[src/hw/cache_lru.sv]
// ####################
// true lru by per-way age counters
// one counter set per cache set, victim is the oldest way
// ####################
`timescale 1ns/1ns
`default_nettype none

module cache_lru #(
    parameter int sets = 8,
    parameter int ways = 4,
    localparam int index_bits = $clog2(sets),
    localparam int way_bits = $clog2(ways)
) (
    input  logic clock,
    input  logic reset,
    input  logic [index_bits-1:0] index,
    input  logic touch,
    input  logic [way_bits-1:0] touch_way,
    output logic [way_bits-1:0] victim_way
);

    // ages run 0 (newest) to ways-1 (oldest)
    typedef logic [way_bits-1:0] age_t;

    age_t ages [sets][ways];
    age_t touched_age;
    age_t oldest_age;

    // age of the touched way before the update
    assign touched_age = ages[index][touch_way];

    always_ff @(posedge clock or negedge reset) begin
        if (!reset) begin
            // way order, highest way is oldest
            for (int s = 0; s < sets; s++) begin
                for (int w = 0; w < ways; w++) begin
                    ages[s][w] <= age_t'(w);
                end
            end
        end else if (touch) begin
            for (int w = 0; w < ways; w++) begin
                if (way_bits'(w) == touch_way) begin
                    ages[index][w] <= '0;
                end else if (ages[index][w] < touched_age) begin
                    // only ways younger than the touched one move up
                    ages[index][w] <= ages[index][w] + 1'b1;
                end
            end
        end
    end

    // max search, ages in a set stay a permutation
    always_comb begin
        victim_way = '0;
        oldest_age = ages[index][0];
        for (int w = 1; w < ways; w++) begin
            if (ages[index][w] > oldest_age) begin
                oldest_age = ages[index][w];
                victim_way = way_bits'(w);
            end
        end
    end

endmodule

`default_nettype wire

[config.mk]
export PLATFORM = sky130hd
export DESIGN_NAME = cache_lru
export DESIGN_NICKNAME = d
export VERILOG_FILES = /design/src/hw/cache_lru.sv
export SDC_FILE = /design/constraint.sdc
export NUM_CORES = 1
export LEC_CHECK = 0
export BUFFER_PORTS_ARGS = -buffer_cell sky130_fd_sc_hd__buf_2
export CAP_MARGIN = 20
export CORE_ASPECT_RATIO = 0.7
export CORE_MARGIN = 2
export CORE_UTILIZATION = 40
export DETAILED_ROUTE_END_ITERATION = 16
export SLEW_MARGIN = 20
export SYNTH_ARGS = -nofsm -noshare
export SYNTH_HDL_FRONTEND = slang
export SYNTH_SLANG_ARGS = --single-unit
[constraint.sdc]
create_clock -name clock -period 12.4 [get_ports clock]
set_input_delay 1.86 -clock clock [delete_from_list [all_inputs] [get_ports clock]]
set_output_delay 1.86 -clock clock [all_outputs]
set_load 0.005 [all_outputs]
==> flow_summary.yaml <==
timing:
  slew_viol_final: 0
  rsz0062_at_grt: "false"
  fin_ws_ns: 4.651
  period_share_pct: 62.49
  relSlewSlack_pct: 41.03
  fin_crit_ns: 7.749
  skew_ns: 0.005691
  setup_viol: 0
  final_hold_viol_count: 0
  fmax_mhz: 129.1
  tns_ns: 0
  worst_pin_slew_ns: 0.8845
synthesis:
  syn_area_mm2: 0.003809
  ys_seq_area_share_pct: 43.10
  synth_top_cell_area_share_pct: 22.08
  syn_inst: 365
  avgSynthCellArea_um2: 10.43
  synthArstFlopShare_pct: 100.0
  synth_ff_type: "dfstp_2"
  syn_nets: 385
  yosys_warnings: 0
  yosysUniqueCellTypes: 51
  yosys-top-cells-area: "dfstp_2, dfrtp_1, o2bb2ai_1"
  synth_edf_count: 0
  ys_seq_elements: 64
  yosys.area.top_type: "dfstp_2"
clock_network:
  cts_tree: "built"
  postCtsSetupBuffers: 0
  cts-root-buf: "clkbuf_16"
  path_clk_slew_ns: 0.05
  clock_path_buffers: 2
  hold_buffers: 0
  clkLatencyLatePin_ns: 0.33
  cts_resized: 0
  h-tree-depth: 3
  cts_buffers: 9
  cts_sinks: 64
layout:
  drive_above_1_share_pct: 21.53
  largest_register_ffs: 64
  multi_input_area_mm2: 0.001969
  top_register: "ages"
  final_nets: 382
  final_util_pct: 46.50
  most-common-layout-cells: "o2bb2ai_1, dfstp_2, dfrtp_1"
  seqCellArea_mm2: 0.001642
  final_common_cell: "o2bb2ai_1"
  nFillCells: 892
  diodes: 0
  top_regs: "ages: 64 flops"
  finalNonFillerCells: 491
  area_delta_synth_final_pct: 11.63
setup_path:
  endpoint: "victim_way[0]"
  end_kind: "output pin"
  r2r-start: "ages[1]"
  worst-endpoint-arrival_ns: 5.89
  crit_type: "in2out"
  cp-startpoint: "index[1]"
  slowest_stage: "nor2b_1"
  critical-path-top-delay-family: "compound AO/OA/AOI/OAI gates"
  path_cells: "buf_2 > nor2b_1 > a2bb2oi_1 > o211ai_1 > inv_1 > ha_1 > nor2_1 > o22ai_1 > nand3_1 > o21ai_0 > ha_1 > inv_1 > o22ai_1 > inv_1 > nor2_1 > a21oi_1 > ha_1 > nand2_1 > o21ai_0 > o21ai_0 > buf_2"
  crit_path_max_fanout: 22
  critical_path_depth: 21
  start_kind: "input pin"
  cp_data_required_time_ns: 10.54
  r2r-end: "ages[2]"
  r2r_slack_ns: 8.89
  max_stage_delay_ns: 0.45
  reg2reg_depth: 10
  path_buf_inv: 5
route:
  drc_errors: 0
  via_count: 3014
  first_pass_iters: 4
  ant_nets: 0
  viasPerCell: 6.138
  wl_per_cell_um: 21.42
  totalWireLength_um: 10520
  drt-initial-drc-count: 266
die:
  rows: 29
  die_w_um: 120.6
  core_area_mm2: 0.009144
  die_area_mm2: 0.01033
  start_util_pct: 41.65
  die_h_um: 85.64
  io_pins: 10
power:
  ir_drop_mv: 0.1114
  powerDensity_mw_per_mm2: 252.0
  p_leak_nw: 1.717
  finalPower_mw: 1.071
placed_design:
  place_ws_ns: 4.792
  hpwl_um: 7445
  dp.cells: 475
  place.port_buffers: 9
  gp_congestion: 0.8691
grt:
  grt_pass1_vias: 3130
  grt_pass1_wl_um: 17220
  grt_start_max_net_pins: 65
  grt_usage_pct: 21.92
  antenna_found_initial: 0
  gr-total-overflow: 0
min_path:
  hp-start: "ages[57]"
  hold_path.class: "reg2reg"
outcome:
  status: "finished clean"
flow_run:
  max-cap-violations: 0
==> cells in the mapped netlist, types with 2 or more instances <==
cell type	count
o211a_1	2
o31ai_1	4
or3b_2	2
ha_1	12
xor2_1	2
nand2_1	20
o2bb2ai_1	33
and3_1	2
o21ai_0	14
and3b_1	3
nor2_1	9
mux2_2	9
o211ai_1	2
o22ai_1	17
buf_2	10
mux2i_1	12
nand3_1	28
or2_1	3
or2_2	2
dfstp_2	32
a22o_1	10
and2_1	3
a2bb2oi_1	2
inv_1	21
a22oi_1	4
nand2b_1	5
clkbuf_1	9
o2111ai_1	3
nor2b_1	12
dfrtp_1	32
nor3_1	6
mux4_2	6
buf_1	2
a21oi_1	2
a21o_1	4
buf_6	2
xnor2_1	2
a32o_1	8
o21ai_1	2
==> stage by stage <==
step / hold WS, ns / instance area [µm²]
2_1_floorplan: 0.4507 / 3809
3_3_place_gp: 0.4689 / 3897
3_5_place_dp: 0.4701 / 3897
4_1_cts: 0.4839 / 4252
5_1_grt: 0.4924 / 4252
6_report: 0.4817 / 4252
==> metal layers <==
metal / GRT usage, % / up-vias / part of all wire, %
met5: 0 / - / 0
met1: 33.18 / 1498 / 50
met4: 7.928 / 0 / 1.9
li1: - / 1394 / -
met3: 4.920 / 24 / 6.0
met2: 30.46 / 98 / 42
==> worst reg2reg max path: cells and delay by family, from the launching register on <==
family	cells	cell delay (ns)
flip-flops	1	0.53
multiplexers	3	1.15
AND/OR/NAND/NOR	3	0.85
AO/OA/AOI/OAI	3	0.65
adder cells (fa/ha/maj)	1	0.24
==> worst min path at each step <==
stage,to,cells after the start
floorplan,ages[2],1
global placement,ages[10],1
detailed placement,ages[10],1
CTS,ages[44],1
global route,ages[60],1
finish,ages[57],1
==> cell type report <==
type	instances	area share [%]
clock buffer	10	5.621
tap	124	3.649
clock inverter	6	2.707
sequential	64	38.61
inverter	21	1.854
multi-input combinational	256	46.32
timing repair buffer	10	1.236
==> cells by family (layout without fill, tap and decap cells) <==
logic type | after synthesis | count (layout) | synth area share, %
buf+inv | 45 | 47 | 5.191
xor+xnor | 4 | 4 | 0.9200
flops | 64 | 64 | 43.10
simple gates | 98 | 98 | 13.44
fa+ha+maj | 12 | 12 | 3.942
compound gates | 114 | 114 | 23.75
mux | 28 | 28 | 9.659
==> power breakdown <==
| part | internal, mW | total (mW) | leakage (nW) | switching [mW] |
|---|---|---|---|---|
| sequential | 0.327 | 0.378 | 0.727 | 0.0508 |
| combinational | 0.172 | 0.397 | 0.820 | 0.224 |
| clock | 0.203 | 0.297 | 0.169 | 0.0947 |
| total | 0.702 | 1.07 | 1.72 | 0.370 |
(Power assumes the default switching activity.)
