**config.mk**
```make
export PLATFORM = sky130hd
export DESIGN_NAME = cache_tag_store
export DESIGN_NICKNAME = d
export VERILOG_FILES = /design/src/hw/cache_cfg_pkg.sv /design/src/hw/cache_tag_store.sv
export SDC_FILE = /design/constraint.sdc
export NUM_CORES = 1
export LEC_CHECK = 0
export ABC_AREA = 0
export ABC_CLOCK_PERIOD_IN_PS = 12760
export BUFFER_PORTS_ARGS = -buffer_cell sky130_fd_sc_hd__clkbuf_2
export CAP_MARGIN = 20
export CORE_ASPECT_RATIO = 1.75
export CORE_MARGIN = 4
export CORE_UTILIZATION = 55
export CTS_BUF_LIST = sky130_fd_sc_hd__clkbuf_4 sky130_fd_sc_hd__clkbuf_8
export DETAILED_ROUTE_END_ITERATION = 16
export PLACE_DENSITY = 0.8
export SYNTH_ARGS = -nofsm -noshare
export SYNTH_HDL_FRONTEND = slang
export SYNTH_SLANG_ARGS = --single-unit
```
**constraint.sdc**
```tcl
create_clock -name clock -period 12.76 [get_ports clock]
set_clock_uncertainty 0.1 [all_clocks]
set_input_delay 2.552 -clock clock [delete_from_list [all_inputs] [get_ports clock]]
set_output_delay 2.552 -clock clock [all_outputs]
set_load 0.01 [all_outputs]
```
**src/hw/cache_cfg_pkg.sv**
```systemverilog
// ####################
// cache geometry and the basic vector types
// imported by every cache module and by the bus package
// ####################
`default_nettype none

package cache_cfg_pkg;

    // address and data widths
    localparam int addr_width = 32;
    localparam int word_width = 32;

    // byte lanes in a word and bits to select one
    localparam int byte_lanes = word_width / 8;
    localparam int byte_offset_bits = $clog2(byte_lanes);

    // fixed block of 8 words
    localparam int block_words = 8;
    localparam int offset_bits = $clog2(block_words);

    // first address bit above the block offset
    localparam int block_lsb = offset_bits + byte_offset_bits;

    // tag is the whole block number, index bits included
    localparam int tag_width = addr_width - block_lsb;

    typedef logic [addr_width-1:0] addr_t;
    typedef logic [word_width-1:0] word_t;
    typedef logic [offset_bits-1:0] offset_t;
    typedef logic [tag_width-1:0] tag_t;
    typedef logic [byte_lanes-1:0] byte_mask_t;

    // word 0 sits in the low bits
    typedef word_t [block_words-1:0] block_t;

endpackage

`default_nettype wire

```
**src/hw/cache_tag_store.sv**
```systemverilog
// ####################
// tag, valid and dirty bits per set and way
// parallel hit compare and victim status for the lru way
// ####################
`timescale 1ns/1ns
`default_nettype none

module cache_tag_store
    import cache_cfg_pkg::*;
#(
    parameter int sets = 8,
    parameter int ways = 4,
    localparam int index_bits = $clog2(sets),
    localparam int way_bits = $clog2(ways)
) (
    input  logic clock,
    input  logic reset,
    input  logic [index_bits-1:0] index,
    input  tag_t tag,
    input  logic [way_bits-1:0] victim_way,
    input  logic tag_write,
    input  logic [way_bits-1:0] write_way,
    input  logic set_dirty,
    output logic hit,
    output logic [way_bits-1:0] hit_way,
    output logic victim_valid,
    output logic victim_dirty,
    output tag_t victim_tag
);

    tag_t tags [sets][ways];
    logic [ways-1:0] valid_bits [sets];
    logic [ways-1:0] dirty_bits [sets];

    // valid and dirty bits of every line
    always_ff @(posedge clock or negedge reset) begin
        if (!reset) begin
            for (int s = 0; s < sets; s++) begin
                valid_bits[s] <= '0;
                dirty_bits[s] <= '0;
            end
        end else if (tag_write) begin
            // install or write hit
            valid_bits[index][write_way] <= 1'b1;
            dirty_bits[index][write_way] <= set_dirty;
        end
    end

    // tag written on install and on a write hit
    always_ff @(posedge clock) begin
        if (tag_write) begin
            tags[index][write_way] <= tag;
        end
    end

    // compare against every way of the set
    always_comb begin
        hit = 1'b0;
        hit_way = '0;
        for (int w = 0; w < ways; w++) begin
            if (valid_bits[index][w] && tags[index][w] == tag) begin
                hit = 1'b1;
                hit_way = way_bits'(w);
            end
        end
    end

    // status of the line the lru wants to evict
    assign victim_valid = valid_bits[index][victim_way];
    assign victim_dirty = dirty_bits[index][victim_way];
    assign victim_tag = tags[index][victim_way];

endmodule

`default_nettype wire

```
==> results.md <==
* Worst Path Arrival at 6.92 ns
* WL final at 105.7 mm
* Worst hold margin at 0.3663 ns
* Number of flops mapped to enable cells by yosys at 864
* Htree depth at 3
* Critical path's most frequent cell: buf_4
* Num rows at 126
* All-Layer GR Usage at 28.75%
* Pwr dens at 148.5 nW/um^2
* Largest net degree at the start of global routing at 143
* RR Endpoint: valid_bits[1]
* Power Internal at 4.769 mW
* Post-Synth Adder-Cell Area at 0%
* Crit start category: primary input
* CP peak stage delay at 0.80 ns
* Final hold vios at 0
* CTS max path bufs at 3
* Area growth from synthesis to layout at 10.59%
* DRT Pass-1 Iters at 6
* Slew @ Worst Pin at 1.087 ns
* Reg2Reg Launch Point: valid_bits[1]
* Share of layout cells above drive strength 1 at 25.29%
* Final-report max-slew violation count at 0
* Yosys top cell area share at 68.64%
* CP max stage cell: nor4_1
* Main combinational cell family by area after synthesis: multiplexers
* TritonCTS buffer count at 119
* Fmax at 0.1044 GHz
* Final non-filler cell total at 3240
* Hold path depth at 1
* Initial antenna violation count at 2
* HP Class: reg -> reg
* P_leak at 14.29 nW
* YS warnings at 0
* Dpl cells at 3017
* Sequential share of the synthesized area at 72.87%
* Worst reg2reg path depth at 1
* Most frequent cell after synthesis: edfxtp_1
* Cell Chain, Critical Path: buf_4 -> buf_4 -> and2_2 -> buf_4 -> a22oi_1 -> nand2_1 -> xnor2_1 -> nor4_1 -> nand4_1 -> or4_1 -> o21ai_0 -> clkbuf_2
* Post-Synth XOR/XNOR Area at 2.502%
* # port buffers at 69
* FF+latch count, synth at 928
* Die width at 206.2 microns
* Max_cap viols at 0
* Post-Syn Area at 37800 sq um
* Vias/cell at 6.664
* Relative slew slack at 27.51%
* Half-perimeter wire length after placement at 62.89 mm
* Top cells by count, synth: 864 x edfxtp_1, 243 x mux2i_1, 107 x mux2_2, 84 x mux4_2, 77 x nand2_1
* Clk Latency, worst-skew pair at 0.71 ns
* Clock sink count at 928
* Initial core utilization at 55.76%
* Die ar. at 73150 sq um
* Setup crit end: hit_way[0]
* Primary FF master, synth: edfxtp_1
* Net load switching power at 1.440 mW
* Fraction of power spent switching nets at 23.19%
* Routability-driven placement congestion ratio at 0.9265
* Post-synthesis mux area share at 14.81%
* Post-Syn Area per Cell at 18.04 sq um
* Clock share of power at 36.2%
* CTS tree: built
* Critical Path Fanout Max at 41
* CTS clock-pin slew for the worst setup and hold paths at 0.07 ns
* # resized after CTS at 0
* Vias in the first global route at 21.74k
* Worst setup path startpoint: index[1]
* Comb pwr share at 8.5%
* Compound-Gate Fraction of Synth Area at 4.469%
* Post-synth ARST share at 6.897%
* Io pins at 70
* Unique cell type count in the Yosys netlist at 50
* Simple-Gate Fraction of Synth Area at 3.277%
* Net Count, Synth at 2133
* Sequential share of power at 55.3%
* CTS Hold Buffers Added at 0
* Nets at 2280
* Cells after Synth at 2095
* Post-CTS Repair Setup Buffers at 0
* Flop-to-flop setup slack at 11.84 ns
* Die span in y at 354.8 microns
* Initial DRC Count at 2926
* First-pass GRT wire length at 150.6 mm
* Fillers at 4673
* Drt drc at 0
* Antenna Nets Post-Route at 0
* Status: complete, no violations
* VDD IR max at 105.8 uV
* CP Capture Type: output port
* Core Area at 67790 sq um
* RSZ-0062 raised after global routing: false
* Critical path required time at 10.11 ns
* Synth area leaders: edfxtp_1 69%, mux2i_1 6.4%, mux4_2 5.0%, dfrtp_1 4.2%, mux2_2 3.2%
* Setup TNS at 0 ns
* Yosys top cell by area: edfxtp_1
* Final min period at 9.574 ns
* Vias at 21.59k
* Congestion Overflow GR at 0
* Kind of critical path: in -> out
* Routed wire per std cell at 32.64 microns
* Period utilization at 75.03%
* # setup viols final at 0
* Root Buffer: clkbuf_8
flip-flops by register name, summed over array words and instances (netlist names):
register / cells
tags: 864
valid_bits: 32
dirty_bits: 32
power by group through the flow:
stage | logic, mW | clock network (mW) | registers (mW)
global placement | 0.506 | 0 | 3.49
detailed placement | 0.517 | 0 | 3.50
floorplan | 0.313 | 0 | 3.49
CTS | 0.520 | 2.26 | 3.43
finish | 0.529 | 2.25 | 3.43
global route | 0.550 | 2.40 | 3.44
metrics by stage:
step	worst slack [ns]	instance area [sq um]	total power [mW]	utilization, %
final	3.186	41800	6.209	61.67
after global routing	3.167	41800	6.390	61.66
after CTS	3.329	41800	6.216	61.66
after detailed placement	3.343	39330	4.014	58.01
after global placement	3.363	39330	3.996	58.01
after floorplan	5.056	37800	3.798	-
logic make-up after synthesis:
group,after synthesis
simple gates,256
mux,437
compound gates,241
buf+inv,125
flops,928
xor+xnor,108
layout by cell type (no fill, tap or decap), types with 61 or more instances in the layout:
| cell type | synthesis | layout |
|---|---|---|
| mux2i_1 | 243 | 243 |
| xnor2_1 | 61 | 61 |
| buf_4 | 18 | 73 |
| nand2_1 | 77 | 77 |
| mux2_2 | 107 | 107 |
| edfxtp_1 | 864 | 864 |
| clkbuf_8 | 0 | 124 |
| dfrtp_1 | 64 | 64 |
| clkbuf_2 | 0 | 66 |
| a22oi_1 | 71 | 71 |
| mux4_2 | 84 | 84 |
critical path: cells and delay by family:
family / cells / cell delay [ns]
and+or+nand+nor: 5 / 1.95
xor gates and xnor gates: 1 / 0.08
buffers and inverters: 4 / 1.82
AOI/OAI and AO/OA: 2 / 0.44
per-layer routing:
layer	wire (microns)	global-route usage [%]	part of all wire, %	vias to the layer above
met5	0	0	0	-
met1	35260	35.27	33	10866
li1	-	-	-	8656
met2	52080	47.12	49	1645
met3	10580	5.716	10	423
met4	7834	17.45	7.4	0
how the worst min path moves through the flow:
stage | startpoint | endpoint | slack (ns)
final | valid_bits[28] | valid_bits[28] | 0.37
after global routing | valid_bits[6] | valid_bits[6] | 0.38
after CTS | valid_bits[28] | valid_bits[28] | 0.37
after detailed placement | valid_bits[20] | valid_bits[20] | 0.35
after global placement | valid_bits[8] | valid_bits[8] | 0.35
after floorplan | valid_bits[24] | valid_bits[24] | 0.33
final cells by class:
| class | instances | area [sq um] | share of cell area (%) |
|---|---|---|---|
| flip-flops and latches | 928 | 27550 | 65.89 |
| well taps | 896 | 1121 | 2.682 |
| multi-input cells | 1042 | 9693 | 23.19 |
| diodes | 3 | 7.507 | 0.01796 |
| repair buffers | 142 | 933.4 | 2.233 |
| inverters | 9 | 33.78 | 0.08081 |
| clock inverters | 72 | 581.8 | 1.392 |
| clock buffers | 148 | 1887 | 4.513 |
No activity file was read; power rests on OpenSTA's default activity.
