<file path="src/hw/cache_cfg_pkg.sv">
// ####################
// cache geometry and the basic vector types
// imported by every cache module and by the bus package
// ####################
`default_nettype none

package cache_cfg_pkg;

    // address and data widths
    localparam int addr_width = 32;
    localparam int word_width = 32;

    // byte lanes in a word and bits to select one
    localparam int byte_lanes = word_width / 8;
    localparam int byte_offset_bits = $clog2(byte_lanes);

    // fixed block of 8 words
    localparam int block_words = 8;
    localparam int offset_bits = $clog2(block_words);

    // first address bit above the block offset
    localparam int block_lsb = offset_bits + byte_offset_bits;

    // tag is the whole block number, index bits included
    localparam int tag_width = addr_width - block_lsb;

    typedef logic [addr_width-1:0] addr_t;
    typedef logic [word_width-1:0] word_t;
    typedef logic [offset_bits-1:0] offset_t;
    typedef logic [tag_width-1:0] tag_t;
    typedef logic [byte_lanes-1:0] byte_mask_t;

    // word 0 sits in the low bits
    typedef word_t [block_words-1:0] block_t;

endpackage

`default_nettype wire

</file>
<file path="src/hw/cache_bus_pkg.sv">
// ####################
// request and response structs of the cpu and memory ports
// plus the controller state encoding
// ####################
`default_nettype none

package cache_bus_pkg;

    import cache_cfg_pkg::*;

    // cpu side, one word per request
    typedef struct packed {
        logic write;
        addr_t addr;
        word_t data;
        byte_mask_t byte_mask;
    } cpu_req_t;

    typedef struct packed {
        word_t data;
        logic hit;
    } cpu_resp_t;

    // next level side, whole blocks
    // addr is always block aligned
    typedef struct packed {
        logic write;
        addr_t addr;
        block_t data;
    } mem_req_t;

    // for a write this only acknowledges
    typedef struct packed {
        block_t data;
    } mem_resp_t;

    // controller fsm
    typedef enum logic [2:0] {
        st_idle,
        st_lookup,
        st_write_back,
        st_fill,
        st_respond
    } ctrl_state_t;

endpackage

`default_nettype wire

</file>
<file path="src/hw/cache_controller.sv">
// ####################
// blocking cache fsm through lookup, write-back, fill and respond
// drives the stores and the lru, owns both external ports
// ####################
`timescale 1ns/1ns
`default_nettype none

module cache_controller
    import cache_cfg_pkg::*;
    import cache_bus_pkg::*;
#(
    parameter int sets = 8,
    parameter int ways = 4,
    localparam int index_bits = $clog2(sets),
    localparam int way_bits = $clog2(ways)
) (
    input  logic clock,
    input  logic reset,
    // cpu port
    input  logic cpu_req_valid,
    input  cpu_req_t cpu_req,
    output logic cpu_resp_valid,
    output cpu_resp_t cpu_resp,
    // next level port
    output logic mem_req_valid,
    output mem_req_t mem_req,
    input  logic mem_resp_valid,
    input  mem_resp_t mem_resp,
    // address of the held request
    output logic [index_bits-1:0] index,
    output tag_t tag,
    output offset_t offset,
    // tag store
    input  logic hit,
    input  logic [way_bits-1:0] hit_way,
    input  logic victim_valid,
    input  logic victim_dirty,
    input  tag_t victim_tag,
    output logic tag_write,
    output logic [way_bits-1:0] write_way,
    output logic set_dirty,
    // data store
    output logic [way_bits-1:0] data_way,
    output logic data_word_write,
    output byte_mask_t byte_mask,
    output word_t write_word,
    output logic data_fill,
    output block_t fill_block,
    input  word_t read_word,
    input  block_t read_block,
    // lru
    input  logic [way_bits-1:0] victim_way,
    output logic lru_touch,
    output logic [way_bits-1:0] touch_way
);

    ctrl_state_t state;
    cpu_req_t req_q;
    logic hit_q;
    logic install_q;
    logic [way_bits-1:0] access_way_q;
    block_t fill_block_q;
    mem_req_t fill_req;
    logic victim_writeback;
    logic lookup_hit;
    logic installing;

    // tag is the block number, index its low bits
    assign tag = req_q.addr[addr_width-1:block_lsb];
    assign index = tag[index_bits-1:0];
    assign offset = req_q.addr[block_lsb-1:byte_offset_bits];

    assign victim_writeback = victim_valid && victim_dirty;
    assign lookup_hit = (state == st_lookup) && hit;
    // second fill cycle with the block already registered
    assign installing = (state == st_fill) && install_q;

    // block read for the held address
    always_comb begin
        fill_req.write = 1'b0;
        fill_req.addr = {tag, {block_lsb{1'b0}}};
        fill_req.data = '0;
    end

    always_ff @(posedge clock or negedge reset) begin
        if (!reset) begin
            state <= st_idle;
            hit_q <= 1'b0;
            install_q <= 1'b0;
            access_way_q <= '0;
            mem_req_valid <= 1'b0;
        end else begin
            // single cycle strobe
            mem_req_valid <= 1'b0;
            case (state)
                st_idle: begin
                    if (cpu_req_valid) begin
                        state <= st_lookup;
                    end
                end
                st_lookup: begin
                    hit_q <= hit;
                    if (hit) begin
                        access_way_q <= hit_way;
                        state <= st_respond;
                    end else begin
                        // victim way held until the response
                        access_way_q <= victim_way;
                        mem_req_valid <= 1'b1;
                        state <= victim_writeback ? st_write_back : st_fill;
                    end
                end
                st_write_back: begin
                    // ack in, read out next cycle
                    if (mem_resp_valid) begin
                        mem_req_valid <= 1'b1;
                        state <= st_fill;
                    end
                end
                st_fill: begin
                    if (install_q) begin
                        install_q <= 1'b0;
                        state <= st_respond;
                    end else if (mem_resp_valid) begin
                        install_q <= 1'b1;
                    end
                end
                st_respond: begin
                    state <= st_idle;
                end
                default: begin
                    state <= st_idle;
                end
            endcase
        end
    end

    always_ff @(posedge clock) begin
        // requests outside idle are dropped
        if (state == st_idle && cpu_req_valid) begin
            req_q <= cpu_req;
        end
        if (state == st_fill && mem_resp_valid) begin
            fill_block_q <= mem_resp.data;
        end
        if (state == st_lookup && !hit) begin
            if (victim_writeback) begin
                // evicted block goes back under its own block number
                mem_req.write <= 1'b1;
                mem_req.addr <= {victim_tag, {block_lsb{1'b0}}};
                mem_req.data <= read_block;
            end else begin
                mem_req <= fill_req;
            end
        end
        if (state == st_write_back && mem_resp_valid) begin
            mem_req <= fill_req;
        end
    end

    // lookup uses the live hit or victim way, later states the held one
    always_comb begin
        if (state == st_lookup) begin
            data_way = hit ? hit_way : victim_way;
        end else begin
            data_way = access_way_q;
        end
    end

    // write hit marks dirty, install sets dirty for a write miss
    assign tag_write = (lookup_hit && req_q.write) || installing;
    assign write_way = (state == st_lookup) ? hit_way : access_way_q;
    assign set_dirty = req_q.write;

    // merge with the fill on a write miss
    assign data_word_write = req_q.write && (lookup_hit || installing);
    assign byte_mask = req_q.byte_mask;
    assign write_word = req_q.data;
    assign data_fill = installing;
    assign fill_block = fill_block_q;

    // accessed way becomes newest when the access completes
    assign lru_touch = (state == st_respond);
    assign touch_way = access_way_q;

    assign cpu_resp_valid = (state == st_respond);
    always_comb begin
        cpu_resp.data = read_word;
        cpu_resp.hit = hit_q;
    end

endmodule

`default_nettype wire

</file>
<file path="config.mk">
export PLATFORM = sky130hd
export DESIGN_NAME = cache_controller
export DESIGN_NICKNAME = d
export VERILOG_FILES = /design/src/hw/cache_cfg_pkg.sv /design/src/hw/cache_bus_pkg.sv /design/src/hw/cache_controller.sv
export SDC_FILE = /design/constraint.sdc
export NUM_CORES = 1
export LEC_CHECK = 0
export BUFFER_PORTS_ARGS = -buffer_cell sky130_fd_sc_hd__buf_2
export CELL_PAD_IN_SITES_DETAIL_PLACEMENT = 1
export CELL_PAD_IN_SITES_GLOBAL_PLACEMENT = 1
export CORE_AREA = 10 10 500 502
export DETAILED_ROUTE_END_ITERATION = 16
export DIE_AREA = 0 0 510 512
export PLACE_DENSITY = 0.41
export SYNTH_ARGS = -nofsm -noshare
export SYNTH_HDL_FRONTEND = slang
export SYNTH_SLANG_ARGS = --single-unit
</file>
<file path="constraint.sdc">
create_clock -name clock -period 17.85 [get_ports clock]
set_clock_uncertainty 0.15 [all_clocks]
set_input_delay 0.8925 -clock clock [delete_from_list [all_inputs] [get_ports clock]]
set_output_delay 0.8925 -clock clock [all_outputs]
set_load 0.005 [all_outputs]
</file>
==> results of run 1 <==
## worst min path at each step
stage                       from              to  slack [ps]  cells after the start
floorplan           mem_req[288]    mem_req[288]         300                      1
global placement    mem_req[179]    mem_req[179]         310                      1
detailed placement  mem_req[246]    mem_req[246]         310                      1
CTS                 mem_resp[12]  fill_block[12]          60                      1
global route        mem_resp[12]  fill_block[12]         110                      1
finish              mem_resp[12]  fill_block[12]         190                      1
## area by class of cell
class,instances,share of cell area
inverters,4,0.0007014
diodes,42,0.003273
multi-input cells,382,0.09301
clock buffers,105,0.07092
repair buffers,1255,0.1973
clock inverters,46,0.01687
well taps,3185,0.1241
flip-flops and latches,615,0.4938
## cells by family after synthesis
| group | after synthesis |
|---|---|
| AO/OA/AOI/OAI | 322 |
| buffers and inverters | 122 |
| flip-flops | 615 |
| multiplexers | 5 |
| other | 1 |
| AND/OR/NAND/NOR | 50 |
## power groups by stage
| stage | logic, uW | registers [uW] | clock network (uW) |
|---|---|---|---|
| 6_report | 1200 | 2060 | 1740 |
| 5_1_grt | 1300 | 2100 | 1870 |
| 4_1_cts | 1280 | 2060 | 1840 |
| 3_5_place_dp | 1280 | 2080 | 0 |
| 3_3_place_gp | 1270 | 2080 | 0 |
| 2_1_floorplan | 423 | 2110 | 0 |
## Yosys cell counts, types with 5 or more instances
library cell,instances
nor2_1,5
dfxtp_1,257
o21ai_0,29
dfrtp_1,8
clkbuf_1,21
buf_6,23
nand3_1,28
a21oi_1,32
buf_2,30
a22o_1,256
buf_4,43
edfxtp_1,350
## through the flow
stage	utilization	cell area (um^2)	setup slack [ps]
5_1_grt	0.1337	32040	13880
3_3_place_gp	0.1218	29180	13880
3_5_place_dp	0.1218	29180	13850
6_report	0.1340	32110	14120
2_1_floorplan	-	19630	9338
4_1_cts	0.1336	32000	13970
## repair_timing
| item | in CTS | in global routing |
|---|---|---|
| hold buffers | 1 | 0 |
| gates resized for setup | 0 | 0 |
| endpoints found under the hold margin | 8 | 0 |
## flip-flops by register name, summed over array words and instances, names as in the netlist
register / cells
offset: 3
fill_block: 256
byte_mask: 4
touch_way: 2
mem_req: 284
index: 3
set_dirty: 1
mem_req_valid: 1
state: 3
write_word: 32
tag: 24
install_q: 1
hit_q: 1
## placed cells by master, fill, tap and decap left out, types with 2 or more instances in the layout
master / n
a21oi_1: 32
a22o_1: 256
and2_1: 2
buf_2: 1239
buf_4: 14
bufinv_16: 6
clkbuf_1: 9
clkbuf_16: 83
clkbuf_4: 2
clkbuf_8: 11
clkinv_1: 9
clkinv_16: 3
clkinv_2: 11
clkinv_4: 3
clkinvlp_4: 6
conb_1: 5
dfrtp_1: 8
dfxtp_1: 257
diode_2: 42
edfxtp_1: 350
inv_1: 3
inv_16: 3
inv_6: 4
mux2_2: 2
mux2i_1: 3
nand2_1: 4
nand3_1: 28
nor2_1: 5
nor3b_2: 2
o21ai_0: 29
## layer usage
layer  part of all wire  track usage  up-vias
li1                   -            -     6833
met1               0.32       0.1097     7683
met2               0.47       0.1985     1306
met3               0.18      0.09189      402
met4              0.026      0.02702      126
met5             0.0050            0        -
==> out/results.tsv, run 1 <==
stage	metric	value	unit
status	outcome	completed	
yosys	synth_fa_ha_area_frac	0	
worst_setup_path	rr_endpoint	fill_block[91]	
placed_design	place_congestion	0.7889	
yosys	synth_top_area_cell	edfxtp_1	
worst_setup_path	r2r_slack	14120	ps
sta	slew_headroom	0.1020	
worst_setup_path	slowest_stage	buf_4	
global_routing	grt_first_pass_wirelength	196.9	mm
floorplanning	coreArea	239600	um^2
yosys	synth-seq-cells	615	
routing	wl	161.7	mm
routing	dr.first_iter.drc_count	1117	
clock_network	insertion_delay	730	ps
yosys	yosys.area_share.simple	0.01448	
power	p_total	5001	uW
worst_setup_path	critPathMostFrequentCell	buf_4	
routing	drc	0	
floorplanning	rows	180	
floorplanning	initial_core_util	0.08185	
sta	post-route-min-period	3732	ps
power	peakVddDrop	80.85	uV
routing	via_count	16350	
floorplanning	die_h	512	um
worst_setup_path	r2r-start	state[0]	
clock_network	post_cts_buffers	0	
worst_setup_path	startpoint_type	register	
placed_design	dp.cells	5440	
worst_setup_path	startpoint	state[0]	
worst_setup_path	path_delay_family	buffers and inverters	
sta	rsz0062_at_grt	false	
global_routing	grtUsageTotal	0.1168	
yosys	synth-compound-area-share	0.1320	
yosys	synth-xor-area-share	0	
power	power_leakage	0.01321	uW
yosys	synth_top_family_by_area	compound AO/OA/AOI/OAI gates	
clock_network	cts_buffers	83	
finish	drive_gt1_frac	0.5804	
sta	timing.final.max_slew_violations	0	
yosys	synth.area.top_cells	edfxtp_1 54%, dfxtp_1 26%, a22o_1 11%	
floorplanning	die_x	510	um
sta	fmax	267.9	MHz
yosys	synth_warnings	0	
worst_setup_path	crit_fanout	74	
yosys	synthFlopType	edfxtp_1	
clock_network	cts_tree	done	
worst_setup_path	cp-endpoint	fill_block[91]	
power	pwr-share-clk	0.349	
worst_setup_path	setup.worst_path.class	register to register	
finish	stdcell_count	5634	
worst_setup_path	worstSetupPathDepth	5	
yosys	syn_area_per_cell	17.59	um^2
worst_setup_path	crit_path_cell_trace	nor2b_1 -> nand3_1 -> inv_8 -> buf_4 -> buf_4	
yosys	synth.area.mux_share	0.002679	
routing	vias_per_cell	2.902	
sta	hold_violations	0	
yosys	yosysTopAreaCellShare	0.5359	
sta	worst_pin_slew	1347	ps
worst_setup_path	crit_buf_inv	3	
worst_setup_path	cpPeakStageDelay	780	ps
power	seqPwrFrac	0.412	
sta	holdWs	188.1	ps
global_routing	grt_pass1_vias	16550	
sta	fin_crit_sh	0.2091	
floorplanning	io_pins	1311	
clock_network	htree_levels	3	
clock_network	root_buffer	clkbuf_16	
clock_network	path_clk_slew	60	ps
floorplanning	dieArea	261100	um^2
placed_design	dp_hpwl	139.1	mm
placed_design	io_buffers	1239	
global_routing	grt_antenna_before_repair	222	
finish	fill_cells	27810	
power	power.switching	1665	uW
worst_setup_path	crit_path_end_kind	register	
sta	finalSetupTns	0	ps
yosys	synthArstFlopShare	0.01301	
worst_hold_path	hp-class	primary input to register	
finish	multi_input_area	2987	um^2
routing	first_pass_iters	5	
worst_setup_path	ff2ff_path_depth	5	
routing	drtAntennaViolNets	0	
yosys	yosysSeqAreaShare	0.8084	
power	combPwrFrac	0.239	
worst_setup_path	cp.arrival	3900	ps
global_routing	grt_overflow_total	0	
finish	regArea	15860	um^2
yosys	synth_cells	1115	
power	intPower	3335	uW
yosys	synth-edff-count	350	
worst_setup_path	cp.required	18020	ps
power	power_density	155.7	nW/um^2
yosys	syn-cell-area	19610	um^2
clock_network	cts.sinks	615	
routing	routedWlPerCell	28.70	um
yosys	yosysUniqueCellTypes	34	
finish	syn_to_final_growth	63.71	%
global_routing	grt_max_degree	166	
power	swShare	0.3330	
clock_network	ctsLongestPathBuffers	3	
sta	setup_viol	0	
flow_run	maxCapViolCount	0	
finish	nets	2992	
Note: power is estimated with default switching activity, not from simulation.
==> run 2, diff against run 1 <==
--- a/config.mk
+++ b/config.mk
@@ -5,13 +5,14 @@
 export SDC_FILE = /design/constraint.sdc
 export NUM_CORES = 1
 export LEC_CHECK = 0
+export ABC_AREA = 1
 export BUFFER_PORTS_ARGS = -buffer_cell sky130_fd_sc_hd__buf_2
 export CELL_PAD_IN_SITES_DETAIL_PLACEMENT = 1
 export CELL_PAD_IN_SITES_GLOBAL_PLACEMENT = 1
-export CORE_AREA = 10 10 500 502
+export CORE_AREA = 10 10 498 500
 export DETAILED_ROUTE_END_ITERATION = 16
-export DIE_AREA = 0 0 510 512
-export PLACE_DENSITY = 0.41
+export DIE_AREA = 0 0 508 510
+export PLACE_DENSITY = 0.43
 export SYNTH_ARGS = -nofsm -noshare
 export SYNTH_HDL_FRONTEND = slang
 export SYNTH_SLANG_ARGS = --single-unit
==> constraint.sdc (replaced) <==
create_clock -name clock -period 3.4 [get_ports clock]
set_clock_uncertainty 0.15 [all_clocks]
set_input_delay 0.17 -clock clock [delete_from_list [all_inputs] [get_ports clock]]
set_output_delay 0.17 -clock clock [all_outputs]
set_load 0.005 [all_outputs]
==> run 2 against run 1 <==
Net effect: clock power rose to 4.9 times the previous value; critical path type is now register to primary output; largest cell class unchanged; highest routed layer unchanged; area after synthesis rose by 3.7%; first-iteration DRC count fell by 10%.
==> out/results.tsv, run 2 <==
stage	metric	value	unit	change
placed_design	place_congestion	0.8261		was 0.7889
finish	drive_gt1_frac	0.3575		was 0.5804
routing	first_pass_iters	6		was 5
clock_network	insertion_delay	710	ps	was 730 ps
worst_hold_path	hold_depth	2		was 1
power	power_density	634.6	nW/um^2	was 155.7 nW/um^2
yosys	yosysSeqAreaShare	0.7794		was 0.8084
finish	final_cell_mix	1239 x buf_2, 898 x dlygate4sd3_1, 844 x nand2_1, 350 x edfxtp_1, 257 x dfxtp_1		was 1239 x buf_2, 350 x edfxtp_1, 257 x dfxtp_1, 256 x a22o_1, 83 x clkbuf_16
global_routing	grt_max_degree	95		was 166
floorplanning	rows	179		was 180
clock_network	cts.sinks	615		unchanged
worst_hold_path	whs_endpoint	fill_block[57]		was fill_block[12]
sta	fin_crit_sh	0.8981		
yosys	synth_most_common_cell	nand2_1		was edfxtp_1
floorplanning	dieArea	259100	um^2	was 261100 um^2
global_routing	grt_antenna_before_repair	182		was 222
sta	worst_pin_slew	1040	ps	was 1347 ps
routing	drtAntennaViolNets	0		unchanged
sta	fmax	327.5	MHz	
yosys	synth_top_area_cell	edfxtp_1		unchanged
clock_network	root_buffer	clkbuf_16		unchanged
finish	fill_cells	27690		was 27810
worst_setup_path	ff2ff_path_depth	7		was 5
floorplanning	die_x	508	um	was 510 um
worst_setup_path	startpoint	state[1]		was state[0]
yosys	synthArstFlopShare	0.01301		unchanged
routing	via_count	21640		was 16350
clock_network	ctsLongestPathBuffers	3		unchanged
sta	hold_violations	0		unchanged
finish	stdcell_count	7122		was 5634
floorplanning	io_pins	1311		unchanged
yosys	syn-cell-area	20340	um^2	was 19610 um^2
finish	syn_to_final_growth	105.9	%	was 63.71%
placed_design	dp_hpwl	143.1	mm	was 139.1 mm
routing	drc	0		unchanged
sta	setup_viol	0		unchanged
sta	rsz0062_at_grt	false		unchanged
placed_design	dp.cells	6016		was 5440
worst_hold_path	hold_start	mem_resp[57]		was mem_resp[12]
yosys	synth_warnings	0		unchanged
worst_setup_path	rr_endpoint	mem_req[227]		was fill_block[91]
worst_setup_path	crit_fanout	17		was 74
placed_design	preCtsSetupSlack	729.5	ps	was 13850 ps
finish	nets	4481		was 2992
placed_design	io_buffers	1239		unchanged
clock_network	cts_buffers	81		was 83
yosys	synth.area.top_cells	edfxtp_1 52%, dfxtp_1 25%, nand2_1 16%		was edfxtp_1 54%, dfxtp_1 26%, a22o_1 11%
worst_setup_path	r2r-start	state[1]		was state[0]
yosys	synth-seq-cells	615		unchanged
sta	setup_ws	346.5	ps	was 14120 ps
global_routing	grt_overflow_total	0		unchanged
worst_setup_path	cp.required	3080	ps	was 18020 ps
worst_setup_path	startpoint_type	register		unchanged
power	peakVddDrop	398.9	uV	was 80.85 uV
yosys	yosysUniqueCellTypes	28		was 34
worst_setup_path	setup.worst_path.class	register to primary output		was register to register
routing	routedWlPerCell	24.46	um	was 28.70 um
finish	final_common_cell	buf_2		unchanged
finish	largest_reg_flops	284		unchanged
yosys	syn_area_per_cell	12.04	um^2	was 17.59 um^2
worst_setup_path	r2r_slack	750	ps	was 14120 ps
flow_run	maxCapViolCount	0		unchanged
worst_setup_path	crit_path_end_kind	primary output		was register
routing	dr.first_iter.drc_count	1000		was 1117
floorplanning	coreArea	237400	um^2	was 239600 um^2
sta	finalSetupTns	0	ps	unchanged
finish	regMostFlops	mem_req		unchanged
floorplanning	die_h	510	um	was 512 um
yosys	synthFlopType	edfxtp_1		unchanged
global_routing	grt_pass1_vias	23530		was 16550
clock_network	cts_tree	done		unchanged
global_routing	grt_first_pass_wirelength	224.0	mm	was 196.9 mm
yosys	synth_cells	1690		was 1115
worst_setup_path	cp.arrival	2730	ps	was 3900 ps
sta	timing.final.max_slew_violations	0		unchanged
global_routing	grtUsageTotal	0.1283		was 0.1168
sta	post-route-min-period	3054	ps	
power	power_leakage	0.01844	uW	was 0.01321 uW
yosys	synthTopCellsByCount	845 x nand2_1, 350 x edfxtp_1, 257 x dfxtp_1, 60 x buf_4, 55 x o21ai_0		was 350 x edfxtp_1, 257 x dfxtp_1, 256 x a22o_1, 43 x buf_4, 32 x a21oi_1
sta	slew_headroom	0.3013		was 0.1020
clock_network	path_clk_slew	60	ps	about the same
floorplanning	initial_core_util	0.08569		was 0.08185
yosys	yosysTopAreaCellShare	0.5166		was 0.5359
routing	wl	174.2	mm	was 161.7 mm
clock_network	post_cts_buffers	0		unchanged
routing	vias_per_cell	3.038		was 2.902
worst_hold_path	hp-class	primary input to register		unchanged
status	outcome	completed		unchanged
yosys	synth-edff-count	350		unchanged
clock_network	htree_levels	3		unchanged
## run 2: cell families after synthesis
| family | synth area share |
|---|---|
| AO/OA/AOI/OAI | 0.01470 |
| buffers and inverters | 0.04441 |
| flip-flops | 0.7794 |
| other | 0.0001843 |
| AND/OR/NAND/NOR | 0.1613 |
## run 2: repair_timing
item | in CTS | in global routing
resized for setup | 0 | 0
hold endpoints to repair | 696 | 0
hold buffers | 898 | 0
## run 2: routing by layer
metal / part of all wire / global-route usage
met1: 0.35 / 0.1317
met2: 0.48 / 0.2226
met3: 0.12 / 0.06405
met4: 0.042 / 0.05080
met5: 0.0031 / 0
## run 2: final cells by class
cell class	count	area, um^2	share of cell area
antenna	58	145.1	0.003465
clock buffer	109	2202	0.05257
clock inverter	41	390.4	0.009320
inverter	41	166.4	0.003973
multi-input combinational	928	3628	0.08663
sequential	615	15860	0.3785
tap	3167	3963	0.09461
timing repair buffer	2163	15530	0.3709
## run 2: how the worst max path moves through the flow
stage	end	slack, ps	depth (start not counted)
floorplan	fill_block[0]	-4210	2
global placement	mem_req[226]	770	7
detailed placement	mem_req[192]	730	7
CTS	data_way[1]	270	6
global route	data_way[1]	190	7
finish	data_way[1]	350	6
## run 2: critical path, cell delays in order (launching register included)
cell,delay [ps]
dfrtp_1,480
nor2_1,220
nand2_2,160
inv_1,510
nand2_1,290
nand3_1,210
buf_2,150
## run 2: per-stage QoR
| step | utilization | cell area (um^2) | total power (uW) | hold WS [ps] |
|---|---|---|---|---|
| 4_1_cts | 0.1758 | 41740 | 27290 | 0.04713 |
| 3_5_place_dp | 0.1270 | 30160 | 17430 | -78.30 |
| 2_1_floorplan | - | 20380 | 13050 | -275.6 |
| 6_report | 0.1764 | 41890 | 26580 | 56.88 |
| 5_1_grt | 0.1761 | 41800 | 28190 | 4.329 |
| 3_3_place_gp | 0.1270 | 30160 | 17380 | -85.19 |
## run 2: where the power goes
part	leakage, uW	total [uW]	switching [uW]	internal, uW
clock	0.00125	8510	3810	4700
combinational	0.0118	7330	4510	2820
sequential	0.00539	10700	884	9860
